[src/design/rv_params.svh]
`ifndef RV_PARAMS_SVH
`define RV_PARAMS_SVH

// ==========================================================
// Datapath widths and reset vector
// ==========================================================
`define RV_XLEN       32
`define RV_REG_ADDR_W 5
`define RV_RESET_PC   32'h0000_0000

// ==========================================================
// RV32I major opcodes
// ==========================================================
`define RV_OP_IMM    7'b0010011
`define RV_OP_REG    7'b0110011
`define RV_OP_LUI    7'b0110111
`define RV_OP_LOAD   7'b0000011
`define RV_OP_STORE  7'b0100011
`define RV_OP_BRANCH 7'b1100011
`define RV_OP_JAL    7'b1101111

// funct3 of register and immediate ALU operations
`define RV_F3_ADD  3'b000
`define RV_F3_SLL  3'b001
`define RV_F3_SLT  3'b010
`define RV_F3_SLTU 3'b011
`define RV_F3_XOR  3'b100
`define RV_F3_SR   3'b101
`define RV_F3_OR   3'b110
`define RV_F3_AND  3'b111

// Only word accesses are kept
`define RV_F3_WORD 3'b010

// Branch conditions
`define RV_F3_BEQ  3'b000
`define RV_F3_BNE  3'b001
`define RV_F3_BLT  3'b100
`define RV_F3_BGE  3'b101
`define RV_F3_BLTU 3'b110
`define RV_F3_BGEU 3'b111

`endif

[src/design/rv_pkg.sv]
`include "rv_params.svh"

package rv_pkg;

  // ==========================================================
  // Vector types
  // ==========================================================
  typedef logic [`RV_XLEN-1:0]       word_t;
  typedef logic [`RV_XLEN-1:0]       addr_t;
  typedef logic [31:0]               instr_t;
  typedef logic [`RV_REG_ADDR_W-1:0] reg_idx_t;

  // Branch funct3 carried unchanged into execute
  typedef logic [2:0] br_cond_t;

  // ==========================================================
  // Operation enums
  // ==========================================================

  // PASS_B forwards operand b for LUI
  typedef enum logic [3:0] {
    ALU_ADD,
    ALU_SUB,
    ALU_SLL,
    ALU_SLT,
    ALU_SLTU,
    ALU_XOR,
    ALU_SRL,
    ALU_SRA,
    ALU_OR,
    ALU_AND,
    ALU_PASS_B
  } alu_op_t;

  // How execute retires an instruction
  typedef enum logic [2:0] {
    KIND_NONE,
    KIND_ALU,
    KIND_LOAD,
    KIND_STORE,
    KIND_BRANCH,
    KIND_JUMP
  } instr_kind_t;

endpackage

[src/design/rv_stage_if.sv]
`timescale 1ns/1ns

// Fetch buffer to decode
interface rv_fetch_if import rv_pkg::*; ();

  logic   valid;
  logic   ready;
  addr_t  pc;
  instr_t instr;

  modport producer (output valid, output pc, output instr, input ready);
  modport consumer (input valid, input pc, input instr, output ready);

endinterface

// Decode issue register to execute
interface rv_issue_if import rv_pkg::*; ();

  logic        valid;
  logic        ready;
  addr_t       pc;
  instr_kind_t kind;
  alu_op_t     alu_op;
  word_t       op_a;
  word_t       op_b;
  word_t       store_data;
  word_t       imm;
  br_cond_t    cond;
  // Zero when the instruction writes no register
  reg_idx_t    rd;

  modport producer (
    output valid, output pc, output kind, output alu_op, output op_a, output op_b,
    output store_data, output imm, output cond, output rd,
    input  ready
  );

  modport consumer (
    input  valid, input pc, input kind, input alu_op, input op_a, input op_b,
    input  store_data, input imm, input cond, input rd,
    output ready
  );

endinterface

[src/design/rv_fetch.sv]
`timescale 1ns/1ns
`include "rv_params.svh"

module rv_fetch import rv_pkg::*; (
  input  logic   clk,
  input  logic   rst_n,
  // Taken branch or JAL from execute
  input  logic   redirect_i,
  input  addr_t  redirect_pc_i,
  // Instruction memory
  output logic   imem_valid_o,
  output addr_t  imem_addr_o,
  input  logic   imem_ready_i,
  input  instr_t imem_rdata_i,
  rv_fetch_if.producer fetch
);

  logic  run_q;
  addr_t pc_q;
  logic  imem_done;
  logic  buf_pop;

  // ==========================================================
  // Request side
  // ==========================================================

  // Ask while the buffer is empty or drains this cycle
  assign imem_valid_o = run_q && (!fetch.valid || fetch.ready) && !redirect_i;
  assign imem_addr_o  = pc_q;
  assign imem_done    = imem_valid_o && imem_ready_i;
  assign buf_pop      = fetch.valid && fetch.ready;

  always_ff @(posedge clk or negedge rst_n) begin
    if (!rst_n) begin
      run_q       <= 1'b0;
      pc_q        <= `RV_RESET_PC;
      fetch.valid <= 1'b0;
    end else begin
      run_q <= 1'b1;
      if (redirect_i) begin
        // Wrong-path entry is dropped
        pc_q        <= redirect_pc_i;
        fetch.valid <= 1'b0;
      end else if (imem_done) begin
        pc_q        <= pc_q + addr_t'(4);
        fetch.valid <= 1'b1;
      end else if (buf_pop) begin
        fetch.valid <= 1'b0;
      end
    end
  end

  // ==========================================================
  // One-entry fetch buffer
  // ==========================================================
  always_ff @(posedge clk) begin
    if (imem_done) begin
      fetch.pc    <= pc_q;
      fetch.instr <= imem_rdata_i;
    end
  end

  // Pending request keeps its address until the memory takes it
  a_imem_addr_hold: assert property (
    @(posedge clk) disable iff (!rst_n)
    imem_valid_o && !imem_ready_i |=> $stable(imem_addr_o)
  );

endmodule

[src/design/rv_regfile.sv]
`timescale 1ns/1ns
`include "rv_params.svh"

module rv_regfile import rv_pkg::*; (
  input  logic     clk,
  input  logic     rst_n,
  // Read ports
  input  reg_idx_t rd_idx_a_i,
  input  reg_idx_t rd_idx_b_i,
  output word_t    rd_data_a_o,
  output word_t    rd_data_b_o,
  // Write port from execute
  input  logic     wr_en_i,
  input  reg_idx_t wr_idx_i,
  input  word_t    wr_data_i
);

  localparam int NUM_REGS = 1 << `RV_REG_ADDR_W;

  // x0 has no storage
  word_t regs_q [1:NUM_REGS-1];

  always_ff @(posedge clk or negedge rst_n) begin
    if (!rst_n) begin
      for (int i = 1; i < NUM_REGS; i++) begin
        regs_q[i] <= '0;
      end
    end else if (wr_en_i && (wr_idx_i != '0)) begin
      regs_q[wr_idx_i] <= wr_data_i;
    end
  end

  // Reads see the old value during a same-cycle write
  assign rd_data_a_o = (rd_idx_a_i == '0) ? '0 : regs_q[rd_idx_a_i];
  assign rd_data_b_o = (rd_idx_b_i == '0) ? '0 : regs_q[rd_idx_b_i];

  a_wr_idx_known: assert property (
    @(posedge clk) disable iff (!rst_n)
    wr_en_i |-> !$isunknown(wr_idx_i)
  );

endmodule

[src/design/rv_decode.sv]
`timescale 1ns/1ns
`include "rv_params.svh"

module rv_decode import rv_pkg::*; (
  input  logic     clk,
  input  logic     rst_n,
  rv_fetch_if.consumer fetch,
  rv_issue_if.producer issue,
  input  logic     redirect_i,
  // Destination held in execute
  input  logic     busy_i,
  input  reg_idx_t busy_rd_i,
  // Write-back from execute into the register file
  input  logic     wr_en_i,
  input  reg_idx_t wr_idx_i,
  input  word_t    wr_data_i
);

  instr_t     instr;
  logic [6:0] opcode;
  logic [2:0] funct3;
  reg_idx_t   rs1;
  reg_idx_t   rs2;
  reg_idx_t   rd;
  word_t      rs1_data;
  word_t      rs2_data;

  word_t imm_i;
  word_t imm_s;
  word_t imm_b;
  word_t imm_u;
  word_t imm_j;

  instr_kind_t dec_kind;
  alu_op_t     dec_alu_op;
  word_t       dec_imm;
  logic        dec_use_imm;
  logic        dec_writes;
  logic        hazard;
  logic        take;

  assign instr  = fetch.instr;
  assign opcode = instr[6:0];
  assign funct3 = instr[14:12];
  assign rs1    = instr[19:15];
  assign rs2    = instr[24:20];
  assign rd     = instr[11:7];

  // ==========================================================
  // Immediate formats
  // ==========================================================
  assign imm_i = {{20{instr[31]}}, instr[31:20]};
  assign imm_s = {{20{instr[31]}}, instr[31:25], instr[11:7]};
  assign imm_b = {{19{instr[31]}}, instr[31], instr[7], instr[30:25], instr[11:8], 1'b0};
  assign imm_u = {instr[31:12], 12'b0};
  assign imm_j = {{11{instr[31]}}, instr[31], instr[19:12], instr[20], instr[30:21], 1'b0};

  // alt picks SUB or SRA
  function automatic alu_op_t alu_from_f3(logic [2:0] f3, logic alt);
    alu_op_t op;
    case (f3)
      `RV_F3_ADD:  op = alt ? ALU_SUB : ALU_ADD;
      `RV_F3_SLL:  op = ALU_SLL;
      `RV_F3_SLT:  op = ALU_SLT;
      `RV_F3_SLTU: op = ALU_SLTU;
      `RV_F3_XOR:  op = ALU_XOR;
      `RV_F3_SR:   op = alt ? ALU_SRA : ALU_SRL;
      `RV_F3_OR:   op = ALU_OR;
      `RV_F3_AND:  op = ALU_AND;
      default:     op = ALU_ADD;
    endcase
    return op;
  endfunction

  // ==========================================================
  // Opcode decode
  // ==========================================================
  always_comb begin
    dec_kind    = KIND_NONE;
    dec_alu_op  = ALU_ADD;
    dec_imm     = imm_i;
    dec_use_imm = 1'b0;
    dec_writes  = 1'b0;
    case (opcode)
      `RV_OP_IMM: begin
        dec_kind    = KIND_ALU;
        dec_alu_op  = alu_from_f3(funct3, instr[30] && (funct3 == `RV_F3_SR));
        dec_use_imm = 1'b1;
        dec_writes  = 1'b1;
      end
      `RV_OP_REG: begin
        dec_kind   = KIND_ALU;
        dec_alu_op = alu_from_f3(funct3, instr[30]);
        dec_writes = 1'b1;
      end
      `RV_OP_LUI: begin
        dec_kind    = KIND_ALU;
        dec_alu_op  = ALU_PASS_B;
        dec_imm     = imm_u;
        dec_use_imm = 1'b1;
        dec_writes  = 1'b1;
      end
      `RV_OP_LOAD: begin
        if (funct3 == `RV_F3_WORD) begin
          dec_kind    = KIND_LOAD;
          dec_use_imm = 1'b1;
          dec_writes  = 1'b1;
        end
      end
      `RV_OP_STORE: begin
        if (funct3 == `RV_F3_WORD) begin
          dec_kind    = KIND_STORE;
          dec_imm     = imm_s;
          dec_use_imm = 1'b1;
        end
      end
      `RV_OP_BRANCH: begin
        // funct3 010 and 011 are not branches
        if (funct3[2:1] != 2'b01) begin
          dec_kind = KIND_BRANCH;
          dec_imm  = imm_b;
        end
      end
      `RV_OP_JAL: begin
        dec_kind   = KIND_JUMP;
        dec_imm    = imm_j;
        dec_writes = 1'b1;
      end
      default: ;
    endcase
  end

  rv_regfile i_rv_regfile (
    .clk         (clk),
    .rst_n       (rst_n),
    .rd_idx_a_i  (rs1),
    .rd_idx_b_i  (rs2),
    .rd_data_a_o (rs1_data),
    .rd_data_b_o (rs2_data),
    .wr_en_i     (wr_en_i),
    .wr_idx_i    (wr_idx_i),
    .wr_data_i   (wr_data_i)
  );

  // ==========================================================
  // Hazard hold and issue register
  // ==========================================================
  function automatic logic reads_reg(reg_idx_t dst, reg_idx_t a, reg_idx_t b);
    return (dst != '0) && ((dst == a) || (dst == b));
  endfunction

  // The issue register's writer reaches execute before it can write back
  assign hazard = (busy_i && reads_reg(busy_rd_i, rs1, rs2)) ||
                  (issue.valid && reads_reg(issue.rd, rs1, rs2));

  assign fetch.ready = (!issue.valid || issue.ready) && !hazard;
  assign take        = fetch.valid && fetch.ready;

  always_ff @(posedge clk or negedge rst_n) begin
    if (!rst_n) begin
      issue.valid <= 1'b0;
    end else if (redirect_i) begin
      issue.valid <= 1'b0;
    end else if (take) begin
      issue.valid <= 1'b1;
    end else if (issue.ready) begin
      issue.valid <= 1'b0;
    end
  end

  always_ff @(posedge clk) begin
    if (take) begin
      issue.pc         <= fetch.pc;
      issue.kind       <= dec_kind;
      issue.alu_op     <= dec_alu_op;
      issue.op_a       <= rs1_data;
      issue.op_b       <= dec_use_imm ? dec_imm : rs2_data;
      issue.store_data <= rs2_data;
      issue.imm        <= dec_imm;
      issue.cond       <= funct3;
      issue.rd         <= dec_writes ? rd : '0;
    end
  end

  // Only execute or a redirect removes a presented instruction
  a_issue_hold: assert property (
    @(posedge clk) disable iff (!rst_n)
    issue.valid && !issue.ready && !redirect_i |=> issue.valid
  );

endmodule

[src/design/rv_execute.sv]
`timescale 1ns/1ns
`include "rv_params.svh"

module rv_execute import rv_pkg::*; (
  input  logic     clk,
  input  logic     rst_n,
  rv_issue_if.consumer issue,
  output logic     redirect_o,
  output addr_t    redirect_pc_o,
  output logic     busy_o,
  output reg_idx_t busy_rd_o,
  // Register write-back
  output logic     wr_en_o,
  output reg_idx_t wr_idx_o,
  output word_t    wr_data_o,
  // Data memory
  output logic     dmem_valid_o,
  output logic     dmem_write_o,
  output addr_t    dmem_addr_o,
  output word_t    dmem_wdata_o,
  input  logic     dmem_ready_i,
  input  word_t    dmem_rdata_i
);

  typedef enum logic [1:0] {
    X_IDLE,
    X_RUN,
    X_MEM
  } x_state_t;

  x_state_t    state_q;
  addr_t       pc_q;
  instr_kind_t kind_q;
  alu_op_t     alu_op_q;
  word_t       op_a_q;
  word_t       op_b_q;
  word_t       store_data_q;
  word_t       imm_q;
  br_cond_t    cond_q;
  reg_idx_t    rd_q;

  word_t alu_res;
  logic  br_taken;
  logic  take;
  logic  retire;

  // ==========================================================
  // Control
  // ==========================================================
  assign take   = issue.valid && issue.ready;
  assign retire = (state_q == X_RUN) || ((state_q == X_MEM) && dmem_ready_i);

  // Next instruction may enter on the retire edge unless the path turns
  assign issue.ready = (state_q == X_IDLE) || (retire && !redirect_o);

  always_ff @(posedge clk or negedge rst_n) begin
    if (!rst_n) begin
      state_q <= X_IDLE;
    end else if (take) begin
      if ((issue.kind == KIND_LOAD) || (issue.kind == KIND_STORE)) begin
        state_q <= X_MEM;
      end else begin
        state_q <= X_RUN;
      end
    end else if (retire) begin
      state_q <= X_IDLE;
    end
  end

  always_ff @(posedge clk) begin
    if (take) begin
      pc_q         <= issue.pc;
      kind_q       <= issue.kind;
      alu_op_q     <= issue.alu_op;
      op_a_q       <= issue.op_a;
      op_b_q       <= issue.op_b;
      store_data_q <= issue.store_data;
      imm_q        <= issue.imm;
      cond_q       <= issue.cond;
      rd_q         <= issue.rd;
    end
  end

  // ==========================================================
  // ALU and branch compare
  // ==========================================================
  always_comb begin
    case (alu_op_q)
      ALU_ADD:    alu_res = op_a_q + op_b_q;
      ALU_SUB:    alu_res = op_a_q - op_b_q;
      ALU_SLL:    alu_res = op_a_q << op_b_q[4:0];
      ALU_SLT:    alu_res = word_t'($signed(op_a_q) < $signed(op_b_q));
      ALU_SLTU:   alu_res = word_t'(op_a_q < op_b_q);
      ALU_XOR:    alu_res = op_a_q ^ op_b_q;
      ALU_SRL:    alu_res = op_a_q >> op_b_q[4:0];
      ALU_SRA:    alu_res = $signed(op_a_q) >>> op_b_q[4:0];
      ALU_OR:     alu_res = op_a_q | op_b_q;
      ALU_AND:    alu_res = op_a_q & op_b_q;
      ALU_PASS_B: alu_res = op_b_q;
      default:    alu_res = '0;
    endcase
  end

  // rs2 travels in store_data
  always_comb begin
    case (cond_q)
      `RV_F3_BEQ:  br_taken = (op_a_q == store_data_q);
      `RV_F3_BNE:  br_taken = (op_a_q != store_data_q);
      `RV_F3_BLT:  br_taken = ($signed(op_a_q) < $signed(store_data_q));
      `RV_F3_BGE:  br_taken = ($signed(op_a_q) >= $signed(store_data_q));
      `RV_F3_BLTU: br_taken = (op_a_q < store_data_q);
      `RV_F3_BGEU: br_taken = (op_a_q >= store_data_q);
      default:     br_taken = 1'b0;
    endcase
  end

  assign redirect_o    = (state_q == X_RUN) &&
                         ((kind_q == KIND_JUMP) || ((kind_q == KIND_BRANCH) && br_taken));
  assign redirect_pc_o = pc_q + imm_q;

  // ==========================================================
  // Write-back and data memory
  // ==========================================================

  // Non-writing kinds arrive with rd zero
  assign wr_en_o  = retire && (rd_q != '0);
  assign wr_idx_o = rd_q;

  always_comb begin
    case (kind_q)
      KIND_LOAD: wr_data_o = dmem_rdata_i;
      KIND_JUMP: wr_data_o = pc_q + addr_t'(4);
      default:   wr_data_o = alu_res;
    endcase
  end

  assign busy_o    = (state_q != X_IDLE) && (rd_q != '0);
  assign busy_rd_o = rd_q;

  assign dmem_valid_o = (state_q == X_MEM);
  assign dmem_write_o = (kind_q == KIND_STORE);
  assign dmem_addr_o  = alu_res;
  assign dmem_wdata_o = store_data_q;

  a_dmem_aligned: assert property (
    @(posedge clk) disable iff (!rst_n)
    dmem_valid_o |-> (dmem_addr_o[1:0] == 2'b00)
  );

endmodule

[src/design/rv_core_top.sv]
`timescale 1ns/1ns

module rv_core_top import rv_pkg::*; (
  input  logic   clk,
  input  logic   rst_n,
  // Instruction memory
  output logic   imem_valid_o,
  output addr_t  imem_addr_o,
  input  logic   imem_ready_i,
  input  instr_t imem_rdata_i,
  // Data memory
  output logic   dmem_valid_o,
  output logic   dmem_write_o,
  output addr_t  dmem_addr_o,
  output word_t  dmem_wdata_o,
  input  logic   dmem_ready_i,
  input  word_t  dmem_rdata_i
);

  logic     redirect;
  addr_t    redirect_pc;
  logic     busy;
  reg_idx_t busy_rd;
  logic     wr_en;
  reg_idx_t wr_idx;
  word_t    wr_data;

  rv_fetch_if fetch_if ();
  rv_issue_if issue_if ();

  // ==========================================================
  // Pipeline stages
  // ==========================================================
  rv_fetch i_rv_fetch (
    .clk           (clk),
    .rst_n         (rst_n),
    .redirect_i    (redirect),
    .redirect_pc_i (redirect_pc),
    .imem_valid_o  (imem_valid_o),
    .imem_addr_o   (imem_addr_o),
    .imem_ready_i  (imem_ready_i),
    .imem_rdata_i  (imem_rdata_i),
    .fetch         (fetch_if.producer)
  );

  rv_decode i_rv_decode (
    .clk        (clk),
    .rst_n      (rst_n),
    .fetch      (fetch_if.consumer),
    .issue      (issue_if.producer),
    .redirect_i (redirect),
    .busy_i     (busy),
    .busy_rd_i  (busy_rd),
    .wr_en_i    (wr_en),
    .wr_idx_i   (wr_idx),
    .wr_data_i  (wr_data)
  );

  rv_execute i_rv_execute (
    .clk           (clk),
    .rst_n         (rst_n),
    .issue         (issue_if.consumer),
    .redirect_o    (redirect),
    .redirect_pc_o (redirect_pc),
    .busy_o        (busy),
    .busy_rd_o     (busy_rd),
    .wr_en_o       (wr_en),
    .wr_idx_o      (wr_idx),
    .wr_data_o     (wr_data),
    .dmem_valid_o  (dmem_valid_o),
    .dmem_write_o  (dmem_write_o),
    .dmem_addr_o   (dmem_addr_o),
    .dmem_wdata_o  (dmem_wdata_o),
    .dmem_ready_i  (dmem_ready_i),
    .dmem_rdata_i  (dmem_rdata_i)
  );

endmodule

[config.mk]
export PLATFORM = sky130hd
export DESIGN_NAME = rv_core_top
export DESIGN_NICKNAME = d
export VERILOG_FILES = /design/src/design/rv_pkg.sv /design/src/design/rv_stage_if.sv /design/src/design/rv_fetch.sv /design/src/design/rv_regfile.sv /design/src/design/rv_decode.sv /design/src/design/rv_execute.sv /design/src/design/rv_core_top.sv
export VERILOG_INCLUDE_DIRS = /design/src /design/src/design
export SDC_FILE = /design/constraint.sdc
export NUM_CORES = 2
export LEC_CHECK = 0
export BUFFER_PORTS_ARGS = -buffer_cell sky130_fd_sc_hd__clkbuf_2
export CAP_MARGIN = 15
export CORE_AREA = 3 3 343 480
export CTS_CLUSTER_SIZE = 16
export DETAILED_ROUTE_END_ITERATION = 7
export DIE_AREA = 0 0 346 483
export PLACE_DENSITY = 0.67
export SLEW_MARGIN = 20
export SYNTH_ARGS = -nofsm -noshare
export SYNTH_HDL_FRONTEND = slang
export SYNTH_HIERARCHICAL = 1
export SYNTH_SLANG_ARGS = --single-unit
[constraint.sdc]
create_clock -name clk -period 40.5 [get_ports clk]
set_input_delay 8.1 -clock clk [delete_from_list [all_inputs] [get_ports clk]]
set_output_delay 8.1 -clock clk [all_outputs]
set_load 0.05 [all_outputs]
==> flow_summary.rst <==
.. list-table::
   :header-rows: 1

   * - Metric
     - Value
   * - Max Clk Rate
     - 0.0564 GHz
   * - Launching instance or port of the critical path
     - dmem_ready_i
   * - Hold-fix buffers, CTS
     - 0
   * - Sequential element share of the synthesized area
     - a little under half
   * - Setup bufs post-CTS
     - 0
   * - Biggest area consumer among synthesized cells
     - dfrtp_1
   * - Prevailing post-synth register cell
     - dfrtp_1
   * - Total routed wirelength
     - 284000 um
   * - Maximum vdd ir drop
     - 0.0345 mV
   * - Type of the worst setup path
     - in -> out
   * - # fillers
     - ~13000
   * - Count of unresolved DRC violations after routing
     - 0
   * - Average vias per placed instance
     - 6.81
   * - Final Cycle Share
     - 43.8%
   * - DR vias
     - 57600
   * - Rel. slew slack
     - 9.54%
   * - Final Slew Violations
     - 0
   * - Last weighted congestion value of the routability-driven placer
     - 1.04
   * - CTS max path bufs
     - 3
   * - Total Die Area
     - 167000 sq um
   * - Post-placement cell area
     - around 84000 sq um
   * - Total clock buffers created by CTS
     - 139
   * - Drt wl/cell
     - 33.5 um
   * - Count leader, synth
     - mux2_2
   * - Crit path launch type
     - input port
   * - Clock insertion delay at the later pin of the skew report
     - roughly 0.8 ns
   * - Count of flip-flops with a built-in enable after synthesis
     - 414
   * - Maximum fanout along the worst path
     - 3
   * - FFs w/ async S/R, synth
     - a little under three quarters
   * - Met2 demand-to-capacity share in global routing
     - between 50% and 60%
   * - Cell chosen for the clock root
     - clkbuf_16
   * - Average cell area after synthesis
     - 13.0 sq um
   * - Worst hold-check path type
     - reg -> reg
   * - Antenna violations before repair
     - 18
   * - Startpoint of the worst register-to-register path
     - i_rv_execute/op_a_q[25]
   * - Core region area
     - 161000 sq um
   * - Sum of negative setup slack
     - 0 ns
   * - Final hold viol count
     - 0
   * - H-tree level count
     - 4
   * - List of most frequent post-synthesis cells
     - mux2_2, dfrtp_1, edfxtp_1, mux4_2, mux2i_1
   * - HP Start
     - i_rv_decode/issue.alu_op[0]
   * - Die outline height
     - 483 um
   * - Maximum number of pins on one net before global-route repair
     - 172
   * - Quantity of I/O buffers inserted on ports
     - 166
   * - Antenna-violating nets left
     - 0
   * - Overall routing resource usage
     - 33.5%
   * - Pwr per Cell Area
     - 32.5 nW/um^2
   * - Number of violations reported at the end of detailed-routing iteration 0
     - 5793
   * - Ports placed on the boundary
     - 167
   * - Busiest grt layer
     - met2
   * - Clock-pin transition on the worst setup and hold timing paths
     - 0.07 ns
   * - Post-Synthesis Cells
     - 6299
   * - # Max-Cap Violations
     - 0
   * - Number of unique standard cell types used by synthesis
     - 106
   * - Overall die width
     - 346 um
   * - Number of warning messages in the yosys log
     - 6
   * - Flip-flop and latch count after synthesis
     - 1443
   * - Met1 track utilization from global routing
     - 40.0%
   * - Setup repair after global routing missed its margin
     - no
   * - First drt pass iteration count
     - 7
   * - Final Power
     - between 2 and 3 mW
   * - Endpoint type of the worst setup path
     - primary output
   * - Grt total ovfl
     - 0
   * - Leakage
     - 38.9 nW
   * - Number of resized instances in the post-cts repair step
     - 0
   * - Final #Nets
     - about 6500
   * - Utilization after layout
     - 55.3%
   * - Slew at the pin closest to its max-slew limit
     - ~1.3 ns
   * - Layout Area Growth over Synthesis
     - 8.75%
   * - Max reg flops
     - around 1000
   * - Endpoints failing setup
     - 0
   * - Via count of the first global-routing pass
     - 58700
   * - Net count after synthesis
     - 6532
   * - First-pass GRT wire length
     - 409000 um
   * - Cell row count
     - 174
   * - HPWL after DPL
     - 188000 um
   * - Crit path time final
     - approximately 18 ns
   * - Number of clock sinks
     - 1443
   * - Synth Cell Area
     - 81700 sq um
   * - Clock tree from TritonCTS
     - built
   * - Critical path required time
     - about 32 ns
   * - Met3 Use GR
     - 5.45%
   * - Top area cells in the synthesized netlist
     - dfrtp_1, edfxtp_1, mux2_2
   * - Share of layout cells above drive strength 1
     - roughly a third
   * - Share of the synthesized area in the top cell type
     - 31.5%
   * - Largest Register
     - i_rv_decode/i_rv_regfile/regs_q
   * - Maximum clock skew at final layout
     - 0.0304 ns
   * - Initial cell density of the core
     - 50.9%
   * - Post-route cell area
     - 88900 sq um
   * - Data arrival time of the worst path
     - 9.64 ns
   * - Outcome
     - complete, no violations
[worst paths after layout]
| check | slack [ns] | cells past startpoint | to |
|---|---|---|---|
| setup / recovery | 22.76 | 9 | imem_valid_o |
| hold / removal | 0.41 | 0 | i_rv_execute/alu_op_q[0] |
| setup reg to reg | 33.82 | 14 | i_rv_decode/issue.op_b[27] |
| hold reg to reg | 0.41 | 0 | i_rv_execute/alu_op_q[0] |
| max in group asynchronous | 29.14 | 6 | i_rv_decode/i_rv_regfile/regs_q[287] |
| min in group asynchronous | 7.39 | 1 | i_rv_decode/i_rv_regfile/regs_q[174] |
[worst max-delay path, cell delays in order]
cell,delay (ns)
clkbuf_2,0.09
nor2b_1,0.15
nor3_1,0.20
o31ai_1,0.12
nor2b_1,0.25
nor2_1,0.11
nand2b_1,0.20
and3_1,0.19
clkbuf_2,0.23
[report_power, final]
group	internal (mW)	leakage (nW)	switching (mW)
clock	0.750	2.25	0.584
sequential	1.50	17.9	0.00579
combinational	0.00968	18.8	0.0411
total	2.26	38.9	0.631
[cell families (layout without fill, tap and decap cells)]
family                     after synthesis  after routing  synth area share (%)
adders and majority gates              165            165                  2.55
DFF                                   1443           1443                  46.7
muxes                                 1849           1849                  30.6
other                                    1             11               0.00459
and+or+nand+nor                        972            972                  5.87
AOI/OAI and AO/OA                     1079           1079                  9.33
xor gates and xnor gates               101            101                  1.08
buffers and inverters                  689            733                  3.82
[metal layers]
layer	routed length, um	share of wire (%)	up-vias
li1	-	-	24000
met1	103000	36	30000
met4	23000	8.1	16
met3	19800	7.0	881
met2	137000	48	2758
met5	135	0.048	-
[metrics by stage]
stage          hold WS, ns  cells  setup slack, ns
2_1_floorplan        0.400   6299            18.36
6_report             0.413   8465            22.76
3_3_place_gp         0.400   8201            22.75
3_5_place_dp         0.405   8201            22.77
4_1_cts              0.410   8454            22.76
5_1_grt              0.419   8456            22.64
[layout by cell type (no fill, tap or decap), drive strengths merged, types with 36 or more instances in the layout]
cell,instances
mux2i,329
a22oi,125
o211ai,58
nand3,67
xnor2,36
a221o,53
a21o,69
clkinv,38
nor3,91
nor2b,74
edfxtp,414
mux2,1115
xor2,65
and3,50
dfrtp,1029
nand2,209
nor2,293
clkbuf,355
inv,158
ha,162
a221oi,58
o21ai,174
a21oi,182
mux4,405
buf,164
o22ai,44
a211oi,38
[cell type report]
cell class | count | area, sq um | share of cell area, %
multi-input combinational | 4167 | 40700 | 45.8
sequential | 1443 | 38200 | 43.0
clock buffer | 190 | 3880 | 4.37
tap | 2112 | 2640 | 2.97
timing repair buffer | 329 | 2140 | 2.41
clock inverter | 63 | 727 | 0.818
inverter | 151 | 567 | 0.638
antenna | 10 | 25.0 | 0.0282
(Power assumes the default switching activity.)
